**src/bus_pkg.sv**
```systemverilog
// ##############################
// Memory bus package.
// Request and response records for the instruction memory port.
// ##############################
package bus_pkg;

    // Bus geometry.
    localparam int BUS_ADDR_W = 32;
    localparam int BUS_DATA_W = 32;
    localparam int BUS_BYTES  = BUS_DATA_W / 8;

    // Byte address and data word.
    typedef logic [BUS_ADDR_W-1:0] bus_addr_t;
    typedef logic [BUS_DATA_W-1:0] bus_word_t;

    // Read request, always word aligned.
    typedef struct packed {
        bus_addr_t addr;
    } imem_req_t;

    // Read response.
    // err flags an access fault on this word.
    typedef struct packed {
        bus_word_t data;
        logic      err;
    } imem_rsp_t;

endpackage

```
**src/fetch_pkg.sv**
```systemverilog
// ##############################
// Fetch package.
// Instruction types, buffer sizing and the output record.
// ##############################
package fetch_pkg;

    // Buffer capacity in words.
    localparam int FETCH_WORDS     = 2;
    // Requests in flight never exceed what the buffer can hold.
    localparam int MAX_OUTSTANDING = FETCH_WORDS;

    typedef logic [15:0] halfword_t;
    // Compressed instructions sit in the low half, upper half zero.
    typedef logic [31:0] insn_t;

    // Word count, 0 to FETCH_WORDS.
    typedef logic [$clog2(FETCH_WORDS+1)-1:0] word_cnt_t;
    // Slot index into the word queue.
    typedef logic [$clog2(FETCH_WORDS)-1:0]   word_idx_t;

    // Record handed to the core.
    typedef struct packed {
        insn_t               insn;
        bus_pkg::bus_addr_t  addr;
        logic                compressed;
        logic                fault;
        logic                mal_addr;
    } fetch_rsp_t;

    // Alignment rule for a redirect target.
    // Halfword targets are legal only with compressed support.
    function automatic logic pc_misaligned(bus_pkg::bus_addr_t pc, bit rvc);
        if (rvc) begin
            return pc[0];
        end
        return |pc[1:0];
    endfunction

endpackage

```
**src/imem_requester.sv**
```systemverilog
// ##############################
// Instruction memory requester.
// Sequential word reads under credit control.
// Drops responses issued before a redirect.
// ##############################
module imem_requester (
    input  logic                CLK,
    input  logic                rst_n,
    input  logic                redirect,
    input  bus_pkg::bus_addr_t  redirect_pc,
    input  logic                mal,
    output logic                imem_req_valid,
    input  logic                imem_req_ready,
    output bus_pkg::imem_req_t  imem_req,
    input  logic                imem_rsp_valid,
    input  bus_pkg::imem_rsp_t  imem_rsp,
    input  fetch_pkg::word_cnt_t retire_count,
    output logic                word_valid,
    output bus_pkg::imem_rsp_t  word_rsp
);
    import bus_pkg::*;
    import fetch_pkg::*;

    bus_addr_t fetch_addr;
    word_cnt_t inflight;
    word_cnt_t inflight_next;
    word_cnt_t drop_cnt;
    word_cnt_t credits;
    word_cnt_t live;
    logic      active;
    logic      req_fire;
    logic      rsp_drop;

    // Requests still owed to the current stream.
    assign live = inflight - drop_cnt;

    // Issue only with buffer room for one more word.
    // The memory side is also capped at MAX_OUTSTANDING.
    assign imem_req_valid = active && !mal && (credits > live) &&
                            (inflight < word_cnt_t'(MAX_OUTSTANDING));
    assign imem_req.addr  = fetch_addr;
    assign req_fire       = imem_req_valid && imem_req_ready;

    // Stale responses are swallowed here.
    assign rsp_drop   = imem_rsp_valid && (drop_cnt != '0);
    assign word_valid = imem_rsp_valid && (drop_cnt == '0);
    assign word_rsp   = imem_rsp;

    // Memory answers once per accepted request.
    assign inflight_next = inflight + word_cnt_t'(req_fire) - word_cnt_t'(imem_rsp_valid);

    always_ff @(posedge CLK) begin
        if (!rst_n) begin
            active     <= 1'b0;
            inflight   <= '0;
            drop_cnt   <= '0;
            credits    <= word_cnt_t'(FETCH_WORDS);
            fetch_addr <= '0;
        end else begin
            inflight <= inflight_next;
            if (redirect) begin
                // Everything still in flight now belongs to the old stream.
                active     <= 1'b1;
                drop_cnt   <= inflight_next;
                credits    <= word_cnt_t'(FETCH_WORDS);
                fetch_addr <= redirect_pc & ~bus_addr_t'(BUS_BYTES - 1);
            end else begin
                // A misaligned target halts fetch until the next redirect.
                if (mal) begin
                    active <= 1'b0;
                end
                if (req_fire) begin
                    fetch_addr <= fetch_addr + bus_addr_t'(BUS_BYTES);
                end
                if (rsp_drop) begin
                    drop_cnt <= drop_cnt - word_cnt_t'(1);
                end
                // Delivered words use a credit, retired words return it.
                credits <= credits + retire_count - word_cnt_t'(word_valid);
            end
        end
    end

endmodule

```
**src/fetch_buffer.sv**
```systemverilog
// ##############################
// Fetch buffer.
// Halfword queue that realigns fetched words
// into 16- or 32-bit instructions.
// ##############################
module fetch_buffer #(
    parameter int RVC_ENABLED = 0
) (
    input  logic                 CLK,
    input  logic                 rst_n,
    input  logic                 redirect,
    input  bus_pkg::bus_addr_t   redirect_pc,
    input  logic                 word_valid,
    input  bus_pkg::imem_rsp_t   word_rsp,
    input  logic                 take,
    output logic                 buf_valid,
    output fetch_pkg::insn_t     buf_insn,
    output bus_pkg::bus_addr_t   buf_addr,
    output logic                 buf_compressed,
    output logic                 buf_span,
    output fetch_pkg::word_cnt_t retire_count
);
    import bus_pkg::*;
    import fetch_pkg::*;

    // Word queue, slot 0 is the head.
    bus_word_t words [FETCH_WORDS];
    word_cnt_t count;
    // Halfword read offset within the head word.
    logic      offset;
    bus_addr_t pc_q;
    halfword_t head_half;
    logic      freed;
    word_idx_t fill_idx;

    assign head_half = offset ? words[0][31:16] : words[0][15:0];

    // Low bits 2'b11 mark a full-length instruction.
    assign buf_compressed = (RVC_ENABLED != 0) && (head_half[1:0] != 2'b11);
    // A 32-bit instruction in the upper half reaches into the next word.
    assign buf_span       = !buf_compressed && offset;
    assign buf_valid      = (count != '0) && (!buf_span || count >= word_cnt_t'(2));
    assign buf_addr       = pc_q;

    always_comb begin
        if (buf_compressed) begin
            buf_insn = {16'h0000, head_half};
        end else if (offset) begin
            buf_insn = {words[1][15:0], words[0][31:16]};
        end else begin
            buf_insn = words[0];
        end
    end

    // The head word is done once its upper half is consumed.
    // At most one word leaves per take.
    assign freed        = take && (!buf_compressed || offset);
    assign retire_count = word_cnt_t'(freed);

    // New word lands behind whatever survives this cycle.
    assign fill_idx = word_idx_t'(count - retire_count);

    always_ff @(posedge CLK) begin
        if (!rst_n) begin
            count  <= '0;
            offset <= 1'b0;
            pc_q   <= '0;
        end else if (redirect) begin
            count  <= '0;
            offset <= (RVC_ENABLED != 0) && redirect_pc[1];
            pc_q   <= redirect_pc;
        end else begin
            count <= count - retire_count + word_cnt_t'(word_valid);
            if (take) begin
                if (buf_compressed) begin
                    pc_q   <= pc_q + bus_addr_t'(2);
                    offset <= !offset;
                end else begin
                    // Offset is unchanged, the tail half moves to slot 0.
                    pc_q <= pc_q + bus_addr_t'(4);
                end
            end
        end
    end

    // Data storage.
    // A push into slot 0 overrides the shift.
    always_ff @(posedge CLK) begin
        if (freed) begin
            words[0] <= words[1];
        end
        if (word_valid) begin
            words[fill_idx] <= word_rsp.data;
        end
    end

endmodule

```
**src/fetch_fault_check.sv**
```systemverilog
// ##############################
// Fetch fault checker.
// Misaligned redirect flag and
// per-word bus error bits.
// ##############################
module fetch_fault_check #(
    parameter int RVC_ENABLED = 0
) (
    input  logic                 CLK,
    input  logic                 rst_n,
    input  logic                 redirect,
    input  bus_pkg::bus_addr_t   redirect_pc,
    input  logic                 word_valid,
    input  bus_pkg::imem_rsp_t   word_rsp,
    input  fetch_pkg::word_cnt_t retire_count,
    input  logic                 mal_clear,
    output logic                 mal_pending,
    output logic                 head_err,
    output logic                 next_err
);
    import fetch_pkg::*;

    // Error bits mirror the buffer's word slots.
    logic [FETCH_WORDS-1:0] errs;
    word_cnt_t              count;
    word_idx_t              fill_idx;

    assign fill_idx = word_idx_t'(count - retire_count);
    assign head_err = errs[0];
    assign next_err = errs[1];

    always_ff @(posedge CLK) begin
        if (!rst_n) begin
            count       <= '0;
            mal_pending <= 1'b0;
        end else if (redirect) begin
            count       <= '0;
            mal_pending <= pc_misaligned(redirect_pc, RVC_ENABLED != 0);
        end else begin
            count <= count - retire_count + word_cnt_t'(word_valid);
            // Cleared once the fault record is accepted.
            if (mal_clear) begin
                mal_pending <= 1'b0;
            end
        end
    end

    // Same push and shift pattern as the buffer.
    // The buffer retires at most one word per cycle.
    always_ff @(posedge CLK) begin
        if (retire_count != '0) begin
            errs[0] <= errs[1];
        end
        if (word_valid) begin
            errs[fill_idx] <= word_rsp.err;
        end
    end

endmodule

```
**src/fetch_output_stage.sv**
```systemverilog
// ##############################
// Fetch output stage.
// Merges buffer and fault results
// into one registered record.
// ##############################
module fetch_output_stage #(
    parameter int RVC_ENABLED = 0
) (
    input  logic                   CLK,
    input  logic                   rst_n,
    input  logic                   redirect,
    input  bus_pkg::bus_addr_t     redirect_pc,
    input  logic                   buf_valid,
    input  fetch_pkg::insn_t       buf_insn,
    input  bus_pkg::bus_addr_t     buf_addr,
    input  logic                   buf_compressed,
    input  logic                   buf_span,
    input  logic                   mal_pending,
    input  logic                   head_err,
    input  logic                   next_err,
    input  logic                   insn_ready,
    output logic                   take,
    output logic                   mal_clear,
    output logic                   insn_valid,
    output fetch_pkg::fetch_rsp_t  insn
);
    import fetch_pkg::*;

    typedef enum logic [1:0] {
        st_idle,
        st_stream,
        st_fault_hold
    } out_state_e;

    out_state_e state;
    logic       out_valid;
    fetch_rsp_t out_rec;
    fetch_rsp_t buf_rec;
    logic       load_en;

    // Register is free when empty or being drained.
    assign load_en = !out_valid || insn_ready;
    assign take    = (state == st_stream) && !redirect && !mal_pending &&
                     buf_valid && load_en;

    // Fault record handed over, the checker may drop its flag.
    assign mal_clear = (state == st_fault_hold) && out_valid && insn_ready;

    // Spanning instructions fault on either word.
    always_comb begin
        buf_rec.insn       = buf_insn;
        buf_rec.addr       = buf_addr;
        buf_rec.compressed = buf_compressed;
        buf_rec.fault      = head_err || (buf_span && next_err);
        buf_rec.mal_addr   = 1'b0;
    end

    always_ff @(posedge CLK) begin
        if (!rst_n) begin
            state     <= st_idle;
            out_valid <= 1'b0;
        end else if (redirect) begin
            if (pc_misaligned(redirect_pc, RVC_ENABLED != 0)) begin
                // One fault record, then halt.
                state     <= st_fault_hold;
                out_valid <= 1'b1;
            end else begin
                state     <= st_stream;
                out_valid <= 1'b0;
            end
        end else if (take) begin
            out_valid <= 1'b1;
        end else if (insn_ready) begin
            out_valid <= 1'b0;
        end
    end

    // Record payload.
    always_ff @(posedge CLK) begin
        if (redirect) begin
            out_rec.insn       <= '0;
            out_rec.addr       <= redirect_pc;
            out_rec.compressed <= 1'b0;
            out_rec.fault      <= 1'b0;
            out_rec.mal_addr   <= 1'b1;
        end else if (take) begin
            out_rec <= buf_rec;
        end
    end

    assign insn_valid = out_valid;
    assign insn       = out_rec;

endmodule

```
**src/fetch_unit.sv**
```systemverilog
// ##############################
// Fetch unit top.
// Requester, buffer, fault checker
// and output stage.
// ##############################
module fetch_unit #(
    parameter int RVC_ENABLED = 0
) (
    input  logic                  CLK,
    input  logic                  rst_n,
    input  logic                  redirect,
    input  bus_pkg::bus_addr_t    redirect_pc,
    output logic                  imem_req_valid,
    input  logic                  imem_req_ready,
    output bus_pkg::imem_req_t    imem_req,
    input  logic                  imem_rsp_valid,
    input  bus_pkg::imem_rsp_t    imem_rsp,
    output logic                  insn_valid,
    input  logic                  insn_ready,
    output fetch_pkg::fetch_rsp_t insn
);
    import bus_pkg::*;
    import fetch_pkg::*;

    // Current words from the requester.
    logic      word_valid;
    imem_rsp_t word_rsp;
    // Words freed by the buffer this cycle.
    word_cnt_t retire_count;
    // Buffer head offer.
    logic      buf_valid;
    insn_t     buf_insn;
    bus_addr_t buf_addr;
    logic      buf_compressed;
    logic      buf_span;
    logic      take;
    // Fault side.
    logic      mal_pending;
    logic      mal_clear;
    logic      head_err;
    logic      next_err;

    imem_requester i_requester (
        .CLK,
        .rst_n,
        .redirect,
        .redirect_pc,
        .mal (mal_pending),
        .imem_req_valid,
        .imem_req_ready,
        .imem_req,
        .imem_rsp_valid,
        .imem_rsp,
        .retire_count,
        .word_valid,
        .word_rsp
    );

    fetch_buffer #(.RVC_ENABLED(RVC_ENABLED)) i_buffer (
        .CLK,
        .rst_n,
        .redirect,
        .redirect_pc,
        .word_valid,
        .word_rsp,
        .take,
        .buf_valid,
        .buf_insn,
        .buf_addr,
        .buf_compressed,
        .buf_span,
        .retire_count
    );

    fetch_fault_check #(.RVC_ENABLED(RVC_ENABLED)) i_fault_check (
        .CLK,
        .rst_n,
        .redirect,
        .redirect_pc,
        .word_valid,
        .word_rsp,
        .retire_count,
        .mal_clear,
        .mal_pending,
        .head_err,
        .next_err
    );

    fetch_output_stage #(.RVC_ENABLED(RVC_ENABLED)) i_output_stage (
        .CLK,
        .rst_n,
        .redirect,
        .redirect_pc,
        .buf_valid,
        .buf_insn,
        .buf_addr,
        .buf_compressed,
        .buf_span,
        .mal_pending,
        .head_err,
        .next_err,
        .insn_ready,
        .take,
        .mal_clear,
        .insn_valid,
        .insn
    );

endmodule

```
**config.mk**
```make
export PLATFORM = sky130hd
export DESIGN_NAME = fetch_unit
export DESIGN_NICKNAME = d
export VERILOG_FILES = /design/src/bus_pkg.sv /design/src/fetch_pkg.sv /design/src/imem_requester.sv /design/src/fetch_buffer.sv /design/src/fetch_fault_check.sv /design/src/fetch_output_stage.sv /design/src/fetch_unit.sv
export SDC_FILE = /design/constraint.sdc
export NUM_CORES = 1
export LEC_CHECK = 0
export BUFFER_PORTS_ARGS = -buffer_cell sky130_fd_sc_hd__buf_2
export CORE_ASPECT_RATIO = 0.7
export CORE_MARGIN = 1.5
export CORE_UTILIZATION = 39
export DETAILED_ROUTE_END_ITERATION = 8
export SLEW_MARGIN = 20
export SYNTH_ARGS = -nofsm -noshare
export SYNTH_HDL_FRONTEND = slang
export SYNTH_SLANG_ARGS = --single-unit
```
**constraint.sdc**
```tcl
create_clock -name CLK -period 4.85 [get_ports CLK]
set_input_delay 0.97 -clock CLK [delete_from_list [all_inputs] [get_ports CLK]]
set_output_delay 0.97 -clock CLK [all_outputs]
set_load 0.1 [all_outputs]
```
After elaboration in Yosys (flattened, before gate mapping)
Memory sizes are Yosys's and may differ from the RTL's. A register that Yosys moved wholly into a read port is not among the register bits.
Index checks and enable logic that the tools add are counted.

word-level totals
  register bits after elaboration = 115
  bits in latches = 0
  memory bits (writable) = 64
  memory bits (read-only) = 0
  input bits = 71
  output and inout port bits = 101
  logic and storage cells = 91
  memories kept = 1

memory list
  memory          words  width  read ports  clocked after memory_dff  wr ports  line                source
  i_buffer.words  2      32     2           1                         2         fetch_buffer.sv:27  bus_word_t words [FETCH_WORDS];

cells by class
  add/subtract/negate cells = 12
  $mul = 0
  div/mod/pow operators = 0
  order comparisons = 4
  equality and inequality tests = 2
  shift operators = 0
  muxes and demuxes = 26
  bitwise logic cells = 1
  reduce and logical (&&, ||, !) cells = 28

operators with widths
  cell                                                                   number
  32-bit 2-to-1 mux                                                      4
  35-bit 2-to-1 mux                                                      2
  32-bit by 3-bit adder with 32-bit output (second input constant)       2
  1-bit 2-to-1 mux                                                       15
  2-bit nonzero test                                                     7
  1-bit logical AND                                                      13
  2-bit by 1-bit adder with 2-bit output                                 4
  2-bit by 1-bit subtractor with 2-bit output                            4
  2-bit 2-to-1 mux                                                       3
  2-bit OR reduction                                                     2
  1-bit zero test                                                        3
  3-bit nonzero test                                                     1
  2-bit bitwise mux                                                      1
  2-bit by 1-bit == test with 1-bit output (second input constant)       1
  2-bit == test (second input constant)                                  1
  2-bit > comparator                                                     1
  2-bit zero test                                                        1
  1-bit by 2-bit < comparator with 1-bit output (second input constant)  1
  2-bit < comparator (second input constant)                             1
  2-bit by 1-bit subtractor with 2-bit output (second input constant)    1
  2-bit subtractor                                                       1
  1-bit demux with 1-bit select                                          1
  1-bit greater-or-equal comparator (second input constant)              1
  1-bit logical OR                                                       1
  1-bit inverter                                                         1

Depth between registers and ports, before layout
Gate-level depths: netlist of the first run.

  depth in word-level cells = 12
  depth in mapped cells = 14
  mapped depth without buffers = 13

By module
A second synthesis of the first run with hierarchy kept.

unflattened totals
  cells, all modules = 860
  area total of the unflattened synthesis = 9895.7 um2

modules (own cells, without submodules)
  module              instances  cells an instance  area each (um2)  seq. area each (um2)
  fetch_buffer        1          348                4359.2           2602.5
  fetch_output_stage  1          201                2882.8           1721.7
  imem_requester      1          295                2479.9           740.7
  fetch_fault_check   1          16                 173.9            90.1

Worst setup path after synthesis of the first run
Ideal clock, no wire load.

  path type = input to register
  start point = in redirect
  end point = mem i_buffer.words[0][0] (netlist bit), enable pin
  setup time = 0.394 ns
  arrival time = 4.071 ns
  data required time = 4.456 ns
  slack = 0.385 ns
  cell stages on the path = 10
  path buffers = 5
  cells stage by stage = or4b_4 nor3_4 buf_2 buf_2 buf_1 ha_1 ha_1 clkbuf_1 clkbuf_1 nand2b_1

RTL lines
  item                line                source
  start: declaration  fetch_unit.sv:11    input logic redirect,
  end: declaration    fetch_buffer.sv:27

Worst setup path after layout of the first run
  start point = reg i_requester.inflight[0]
  end point = out imem_req_valid

on the way
  word-level cells in the longest chain between the ends = 4
  elaborated cells on any way between the ends = 5
  those cells by class = add/sub: 1; order compare: 2; reduce/logical: 2

ends and longest elaborated chain
  item                      line                  source
  start: declaration        imem_requester.sv:25  word_cnt_t inflight;
  start signal: assignment  imem_requester.sv:60  inflight <= inflight_next;
  2-bit subtractor          imem_requester.sv:35  assign live = inflight - drop_cnt;
  2-bit > comparator        imem_requester.sv:39  assign imem_req_valid = active && !mal && (credits > live) &&
  1-bit logical AND         imem_requester.sv:39
  1-bit logical AND *       imem_requester.sv:39
  end: declaration          fetch_unit.sv:13      output logic imem_req_valid,

Every way passes the cells marked *; elsewhere a longest branch is shown, timed or not.

==> results of run 1 <==
synthesized netlist by cell type (4+ instances only):
master and number:
or4_1 4, nand3_1 28, nor4_1 15, inv_1 27
nand2_1 131, mux2i_1 4, a31oi_1 22, nor2_1 32
or3_1 7, xnor2_1 26, edfxtp_1 97, buf_1 8
o21ai_0 84, and4_1 6, a21oi_1 44, nor3_1 16
and3_1 9, dfxtp_1 111, a21o_1 4, a22o_1 14
nor2b_1 6, ha_1 14, a2bb2oi_1 5, nand4_1 22
and2_1 7, buf_2 5, o31a_1 8, a22oi_1 4
mux2_2 34, clkbuf_1 42
registers in the layout (all words and copies together), names as in the netlist:
| signal | cells |
|---|---|
| i_requester.credits | 2 |
| i_fault_check.count | 1 |
| i_requester.active | 1 |
| i_buffer.buf_addr | 32 |
| i_buffer.count | 2 |
| i_output_stage.state | 2 |
| i_buffer.words | 64 |
| i_fault_check.errs | 2 |
| i_output_stage.insn_valid | 1 |
| i_fault_check.mal_pending | 1 |
| i_requester.drop_cnt | 2 |
| i_output_stage.insn | 66 |
| i_requester.inflight | 2 |
| i_requester.imem_req | 30 |
metal layers:
metal	vias up	track usage [%]	wire length, µm
met5	-	0	0
met4	0	4.45	433
met3	29	3.80	1570
met2	238	28.0	9970
met1	3428	29.5	11800
li1	3519	-	-
where the power goes:
group	switching [W]	total [W]	internal, W
clock	0.000691	0.00168	0.000987
combinational	0.000501	0.000683	0.000183
sequential	0.0000723	0.00204	0.00197
total	0.00126	0.00440	0.00314
stage by stage:
stage               power [W]  util, %  cells
finish                0.00440     48.0   1360
detailed placement    0.00276     44.8   1320
global placement      0.00275     44.8   1320
floorplan             0.00260        -    887
global route          0.00458     48.0   1360
CTS                   0.00445     48.0   1360
worst min-delay path, stage by stage, from the launching register on:
cell and delay [ns]:
edfxtp_1 0.32, nand2_1 0.04, o21ai_0 0.05
cells in the final DEF (no fill, tap or decap), types with 16 or more instances in the layout:
cell type  count
a31oi_1       22
mux2_2        34
nor2_1        32
xnor2_1       26
nand4_1       22
inv_1         26
nand3_1       28
edfxtp_1      97
nand2_1      131
dfxtp_1      111
a21oi_1       44
nor3_1        16
clkbuf_16     23
o21ai_0       84
buf_2        168
worst max path at each step:
stage,slack (ns),cells past startpoint,to,from
after global placement,1.38,9,i_buffer.count[1]$_SDFF_PP0_,redirect
after floorplan,0.39,10,i_buffer.words[0][0]$_DFFE_PP_,redirect
final,1.53,8,imem_req_valid,i_requester.inflight[0]$_SDFF_PN0_
after CTS,1.50,8,imem_req_valid,i_requester.inflight[0]$_SDFF_PN0_
after global routing,1.32,8,imem_req_valid,i_requester.inflight[0]$_SDFF_PN0_
after detailed placement,1.32,9,i_buffer.count[1]$_SDFF_PP0_,redirect
layout make-up:
cell class,count,share of cell area [%]
multi-input combinational,592,33.2
timing repair buffer,180,8.54
tap,312,3.58
clock buffer,34,6.02
inverter,28,0.975
sequential,208,47.1
clock inverter,6,0.574
kinds of logic (layout without fill, tap and decap cells):
kind of cell / count (synthesis) / after routing / share of synthesized area [%]
compound gates: 210 / 210 / 14.1
xor+xnor: 29 / 29 / 2.79
fa+ha+maj: 14 / 14 / 1.93
buf+inv: 87 / 248 / 3.80
flops: 208 / 208 / 56.5
mux: 38 / 38 / 4.65
other cells: 1 / 3 / 0.0413
simple gates: 298 / 298 / 16.2
==> results.yml, run 1 <==
sta:
  fin_skew_ns: 0.0240
  hold_ws_ns: 0.439
  tightest_slew_ns: 0.992
  period_needed_ns: 3.32
  worst_slack_ns: 1.53
  rsz0062_at_grt: "false"
  setup_viol: 0
  tns_ns: 0
  fmax_mhz: 301
  fin_crit_sh_pct: 68.5
  slew_viol_final: 0
  hold_viol: 0
  max_slew_margin_pct: 33.9
floorplanning:
  die_h_um: 131
  start_util_pct: 40.0
  num_rows: 46
  die_area_um2: 24200
  ios: 172
  die_w_um: 185
  core_area_um2: 22700
synthesis:
  syn_inst: 885
  synth_area_leaders: "edfxtp_1 (32%), dfxtp_1 (24%), nand2_1 (5.4%)"
  synth_area_leader_cell: "edfxtp_1"
  syn_area_um2: 9090
  ys_types: 58
  synth_edf_count: 97
  ys.flop_type: "dfxtp_1"
  yosysSeqAreaShare_pct: 56.5
  yosys_warnings: 0
  syn_avg_cell_area_um2: 10.3
  synthDominantCellAreaShare_pct: 32.0
  async_flop_share_pct: 0
  synth-seq-cells: 208
cells_and_area:
  n_antenna_cell: 0
  final-seq-area_um2: 5130
  filler_cell_count: 2151
  drive_gt1_share_pct: 24.6
  syn2layout_area_growth_pct: 20.0
  final_area_um2: 10900
  multiInputGateArea_um2: 3620
  nets: 1117
clocking:
  clockRootBuffer: "clkbuf_16"
  clockBufferDepth: 3
  clk_pin_slew_ns: 0.06
  numClockSinks: 208
  cts_resized: 0
  post_cts_buffers: 0
  cts_buffers: 22
  cts_hold_buffers: 0
  worstSkewPairLatency_ns: 0.51
  cts_tree: "built"
  h-tree-depth: 1
power_and_ir_drop:
  p_leak_nw: 4.20
  ir_drop_uv: 266
  power.density_nw_per_um2: 404
global_routing:
  grt_first_pass_wirelength_mm: 36.7
  grt_antenna_before_repair: 0
  grt-ovfl-total: 0
  grt_pass1_vias: 6587
  grtUsageTotal_pct: 19.3
  grt_max_degree: 96
route:
  dr.pass1.iters: 6
  final_antenna_net_count: 0
  wirelength_mm: 23.8
  viasPerCell: 5.30
  wl_per_cell_um: 17.5
  routed-via-count: 7214
  drc: 0
  drtIter0Drc: 482
min_path:
  min_path_type: "reg -> reg"
  whs_endpoint: "i_output_stage.insn[40]$_SDFFE_PP0N_"
  holdCritStartpoint: "i_buffer.words[0][5]$_DFFE_PP_"
  hold_depth: 2
setup_path:
  cp-start-kind: "flip-flop"
  critPathTopFamily: "buffers and inverters"
  endpoint_kind: "primary output"
  arrival_ns: 2.35
  ff2ff_setup_slack_ns: 1.90
  crit_buf_inv: 2
  critPathMaxFanout: 2
  required_ns: 3.88
  crit_type: "reg -> out"
  max_stage_delay_ns: 0.42
  crit_path_cell_trace: "inv_1 -> ha_1 -> xnor2_1 -> xnor2_1 -> ha_1 -> a21oi_1 -> o211a_1 -> buf_2"
  rr_endpoint: "i_requester.imem_req[22]$_SDFFE_PN0P_"
  reg2reg_depth: 11
  reg2reg_from: "i_requester.inflight[0]$_SDFF_PN0_"
  worst_path_max_delay_cell: "buf_2"
run_status:
  status: "complete, no violations"
placed_design:
  place_congestion: 0.864
  dp_slack_ns: 1.32
  hpwl_mm: 16.0
  io_buffers: 168
  dpl_cell_area_um2: 10200
job:
  drv_cap: 0
No activity file was read; power rests on OpenSTA's default activity.
==> run 2: changes to the inputs <==
==> constraint.sdc (replaced) <==
create_clock -name CLK -period 3 [get_ports CLK]
set_input_delay 0.6 -clock CLK [delete_from_list [all_inputs] [get_ports CLK]]
set_output_delay 0.6 -clock CLK [all_outputs]
set_load 0.1 [all_outputs]
==> run 2 against run 1 <==
Count of clock-buffer cells in the layout is 8 lower; routed wire length is 0.96% higher; clock skew fell by 0.010 ns; sequential share of layout area is 0.98 points lower; sequential power grew 61%; register-to-register slack got worse by 1.7 ns; sequential cell count unchanged.
==> results.yml, run 2 (synthesized netlist as in run 1, its figures left out) <==
run_status:
  status: "complete, no violations"
global_routing:
  grt_antenna_before_repair: 0
  grt-ovfl-total: 0
  grt_max_degree: 105
  grtUsageTotal_pct: 19.2
  grt_pass1_vias: 6420
  grt_first_pass_wirelength_mm: 36.0
cells_and_area:
  drive_gt1_share_pct: 26.1
  stdcell_count: 1376
  largest_reg_flops: 66
  syn2layout_area_growth_pct: 22.6
  nets: 1133
  final_common_cell: "buf_2"
  n_antenna_cell: 0
  most-common-layout-cells: "buf_2 (167), nand2_1 (131), dfxtp_1 (110)"
  final_area_um2: 11100
  regMostFlops: "i_output_stage.insn"
floorplanning:
  die_h_um: 131
  core_area_um2: 22700
  die_w_um: 185
  num_rows: 46
  die_area_um2: 24200
  ios: 172
  start_util_pct: 40.0
placed_design:
  dpl_cell_area_um2: 10400
  io_buffers: 168
  placed_cells: 1336
  hpwl_mm: 16.3
  place_congestion: 0.888
  dp_slack_ns: 0.161
clocking:
  clk_pin_slew_ns: 0.07
  clockRootBuffer: "clkbuf_16"
  h-tree-depth: 1
  cts_buffers: 22
  cts_hold_buffers: 0
  post_cts_buffers: 0
  clockBufferDepth: 3
  worstSkewPairLatency_ns: 0.51
  numClockSinks: 208
  cts_tree: "built"
power_and_ir_drop:
  power.switching_w: 0.00207
  combPwrFrac_pct: 15.7
  ir_drop_uv: 350
  power.density_nw_per_um2: 656
  swShare_pct: 28.3
  internal_power_w: 0.00524
  pwr-share-seq_pct: 45.0
  p_clk_share_pct: 39.3
  p_leak_nw: 4.30
route:
  wirelength_mm: 24.0
  drtIter0Drc: 498
  drc: 0
  final_antenna_net_count: 0
  wl_per_cell_um: 17.4
  viasPerCell: 5.25
  routed-via-count: 7219
  dr.pass1.iters: 5
min_path:
  min_path_type: "in -> reg"
  hold_depth: 1
sta:
  setup_viol: 0
  fin_crit_sh_pct: 95.6
  slew_viol_final: 0
  worst_slack_ns: 0.132
  hold_ws_ns: 0.284
  tns_ns: 0
  hold_viol: 0
  period_needed_ns: 2.87
  fmax_mhz: 349
  fin_skew_ns: 0.0139
  max_slew_margin_pct: 48.9
  rsz0062_at_grt: "false"
  tightest_slew_ns: 0.767
setup_path:
  reg2reg_depth: 12
  endpoint_kind: "primary output"
  crit_type: "reg -> out"
  cp-start-kind: "flip-flop"
  required_ns: 2.40
  arrival_ns: 2.27
  critPathMaxFanout: 2
job:
  drv_cap: 0
## run 2: cell count changes in the layout (fill, tap and decap cells not counted), sizes merged
cell,change
clkinv,+3
bufinv,+3
clkbuf,-8
inv,+1
clkinvlp,+1
buf,+16
## run 2: routing by layer
layer	GRT usage [%]	wire length [µm]	vias up
met5	0	0	-
met3	4.32	1610	28
met2	27.6	10200	229
li1	-	-	3551
met4	4.11	308	0
met1	29.2	11900	3411
## run 2: layout make-up
| cell class | instances | area [µm²] |
|---|---|---|
| Timing Repair Buffer | 196 | 1090 |
| Tap cell | 312 | 390 |
| Clock buffer | 26 | 587 |
| Clock inverter | 14 | 169 |
| Inverter | 28 | 106 |
| Multi-Input combinational cell | 592 | 3660 |
| Fill cell | 2162 | 11600 |
| Sequential cell | 208 | 5140 |
## run 2: repair_timing
action                     in CTS  in global routing
setup endpoints to repair       1                  8
resized for setup               1                  2
pin swaps                       0                  0
cloned                          0                  0
## run 2: final timing paths
path         slack, ns                               start                               endpoint
min reg2reg       0.44     i_buffer.words[0][16]$_DFFE_PP_   i_output_stage.insn[51]$_SDFFE_PP0N_
max               0.13  i_requester.inflight[0]$_SDFF_PN0_                         imem_req_valid
min               0.28                        imem_rsp[24]        i_buffer.words[1][23]$_DFFE_PN_
max reg2reg       0.20  i_requester.inflight[0]$_SDFF_PN0_  i_requester.imem_req[21]$_SDFFE_PN0P_
## run 2: power by group through the flow
stage	combinational, W	clock [W]	sequential, W
after floorplan	0.000495	0	0.00372
after global placement	0.00113	0	0.00335
after detailed placement	0.00115	0	0.00335
after CTS	0.00115	0.00294	0.00329
after global routing	0.00123	0.00305	0.00331
final	0.00115	0.00287	0.00329
## run 2: critical path, stage by stage (launching register included)
cell,delay (ns)
dfxtp_1,0.31
inv_1,0.05
ha_1,0.18
xnor2_1,0.16
xnor2_1,0.15
ha_1,0.26
a21oi_1,0.22
o211a_1,0.20
buf_6,0.22
## run 2: through the flow
stage                     util [%]  power, W
after CTS                     49.0   0.00738
after floorplan                  -   0.00422
after global routing          49.0   0.00759
final                         49.0   0.00731
after detailed placement      45.6   0.00450
after global placement        45.6   0.00448
==> run 3: changes to the inputs <==
--- a/config.mk
+++ b/config.mk
@@ -10,6 +10,7 @@
 export CORE_MARGIN = 1.5
 export CORE_UTILIZATION = 39
 export DETAILED_ROUTE_END_ITERATION = 8
+export PLACE_DENSITY = 0.63
 export SLEW_MARGIN = 20
 export SYNTH_ARGS = -nofsm -noshare
 export SYNTH_HDL_FRONTEND = slang
==> run 3 against run 2 <==
Global-route usage up 0.26 points; sequential power about the same; register-to-register slack worse by 0.04 ns; critical path depth unchanged; non-clock buffer count down 4; hold slack better by 0.010 ns; count of clock-buffer cells in the layout up 6; first-iteration DRC count up 5.4%; sequential cell count unchanged; routed wire length down 1.2%; clock skew about the same.
==> results.yml, run 3 (synthesized netlist as in run 1, its figures left out) <==
global_routing:
  grt_antenna_before_repair: 1
  grt_first_pass_wirelength_mm: 36.9
  grt-ovfl-total: 0
  grt_pass1_vias: 6706
  grt_max_degree: 106
  grtUsageTotal_pct: 19.4
power_and_ir_drop:
  combPwrFrac_pct: 15.9
  p_clk_share_pct: 38.2
  pwr-share-seq_pct: 45.9
  power.density_nw_per_um2: 646
  ir_drop_uv: 327
  power.switching_w: 0.00203
  swShare_pct: 28.4
  p_leak_nw: 4.28
  internal_power_w: 0.00513
cells_and_area:
  largest_reg_flops: 66
  most-common-layout-cells: "buf_2 (167), nand2_1 (131), dfxtp_1 (110)"
  final_common_cell: "buf_2"
  stdcell_count: 1374
  regMostFlops: "i_output_stage.insn"
  nets: 1130
  syn2layout_area_growth_pct: 22.0
  drive_gt1_share_pct: 25.9
floorplanning:
  start_util_pct: 40.0
  ios: 172
  die_area_um2: 24200
  core_area_um2: 22700
  die_h_um: 131
  num_rows: 46
  die_w_um: 185
route:
  routed-via-count: 7274
  final_antenna_net_count: 0
  wirelength_mm: 23.7
  viasPerCell: 5.29
  wl_per_cell_um: 17.3
  met3_length_mm: 1.60
  dr.pass1.iters: 5
  wl_met1_mm: 11.7
  drtIter0Drc: 525
  route.top_layer_used: "met4"
  drc: 0
  wl_met2_mm: 10.0
clocking:
  numClockSinks: 208
  cts_buffers: 23
  cts_tree: "built"
  worstSkewPairLatency_ns: 0.50
  clockBufferDepth: 3
  clockRootBuffer: "clkbuf_16"
  h-tree-depth: 1
  clk_pin_slew_ns: 0.06
setup_path:
  critPathMaxFanout: 2
  endpoint_kind: "primary output"
  crit_path_cell_trace: "inv_1 -> ha_1 -> xnor2_1 -> xnor2_1 -> ha_1 -> a21oi_1 -> o211a_1 -> clkbuf_4"
  cp-start-kind: "flip-flop"
  crit_buf_inv: 2
  worst_path_max_delay_cell: "clkbuf_4"
  critPathTopFamily: "adder cells"
  crit_type: "reg -> out"
  required_ns: 2.40
  max_stage_delay_ns: 0.32
  arrival_ns: 2.27
placed_design:
  place_congestion: 0.869
  placed_cells: 1330
  hpwl_mm: 15.9
  dp_slack_ns: 0.180
  io_buffers: 168
sta:
  rsz0062_at_grt: "true"
  max_slew_margin_pct: 56.6
  period_needed_ns: 2.87
  fin_skew_ns: 0.0138
  fmax_mhz: 348
  tightest_slew_ns: 0.652
  slew_viol_final: 0
  setup_viol: 0
  worst_slack_ns: 0.127
  hold_viol: 0
  fin_crit_sh_pct: 95.8
job:
  drv_cap: 0
min_path:
  min_path_type: "in -> reg"
run_status:
  status: "complete, no violations"
run 3: changes by cell type in the layout (fill, tap and decap cells not counted), moves of 2 or more:
cell,delta
buf_4,-5
bufinv_16,-2
clkbuf_1,+4
clkbuf_8,+2
clkinv_1,-4
clkinv_2,+2
run 3: worst paths after layout:
kind                                 startpoint                                    end  slack, ns  cells past startpoint
max          i_requester.inflight[0]$_SDFF_PN0_                         imem_req_valid       0.13                      8
min                                imem_rsp[20]        i_buffer.words[1][19]$_DFFE_PN_       0.29                      1
max reg2reg  i_requester.inflight[0]$_SDFF_PN0_  i_requester.imem_req[22]$_SDFFE_PN0P_       0.16                     11
min reg2reg      i_buffer.words[0][7]$_DFFE_PP_   i_output_stage.insn[42]$_SDFFE_PP0N_       0.44                      2
run 3: repair_timing:
item,CTS,global route
hold buffers,0,0
resized for setup,0,2
hold endpoints to repair,0,0
buffers inserted,0,2
setup endpoints to repair,0,2
run 3: worst register-to-register path: cells and delay by family, from the launching register on:
| kind | cells | cell delay [ns] |
|---|---|---|
| AND/OR/NAND/NOR | 2 | 0.99 |
| flip-flops | 1 | 0.30 |
| AO/OA/AOI/OAI | 3 | 0.48 |
| buffers and inverters | 2 | 0.25 |
| XOR/XNOR | 2 | 0.30 |
| adder cells (fa/ha/maj) | 2 | 0.44 |
run 3: cell type report:
| type | instances | area, µm² |
|---|---|---|
| Inverter | 28 | 106 |
| Timing Repair Buffer | 192 | 1070 |
| Clock buffer | 32 | 629 |
| Multi-Input combinational cell | 592 | 3660 |
| Antenna cell | 1 | 2.50 |
| Clock inverter | 9 | 96.3 |
| Tap cell | 312 | 390 |
| Sequential cell | 208 | 5140 |
| Fill cell | 2127 | 11600 |
run 3: routing by layer:
metal | GRT usage [%] | vias up
met5 | 0 | -
met4 | 4.07 | 0
met3 | 4.13 | 33
met2 | 28.3 | 227
met1 | 29.5 | 3457
li1 | - | 3557
run 3: power by group through the flow:
stage	combinational (W)	clock, W	sequential (W)
floorplan	0.000495	0	0.00372
global placement	0.00112	0	0.00335
detailed placement	0.00114	0	0.00335
CTS	0.00115	0.00282	0.00329
global route	0.00123	0.00293	0.00331
finish	0.00114	0.00273	0.00329
run 3: stage by stage:
step                      instance area [µm²]  power [W]  util [%]  hold slack, ns  setup TNS (ns)
after floorplan                          9180    0.00422         -           0.418               0
after global placement                  10300    0.00447      45.5           0.423               0
after detailed placement                10300    0.00449      45.5           0.430               0
after CTS                               11100    0.00725      48.7           0.269               0
after global routing                    11100    0.00747      48.8           0.274        -0.00161
final                                   11100    0.00717      48.8           0.294               0
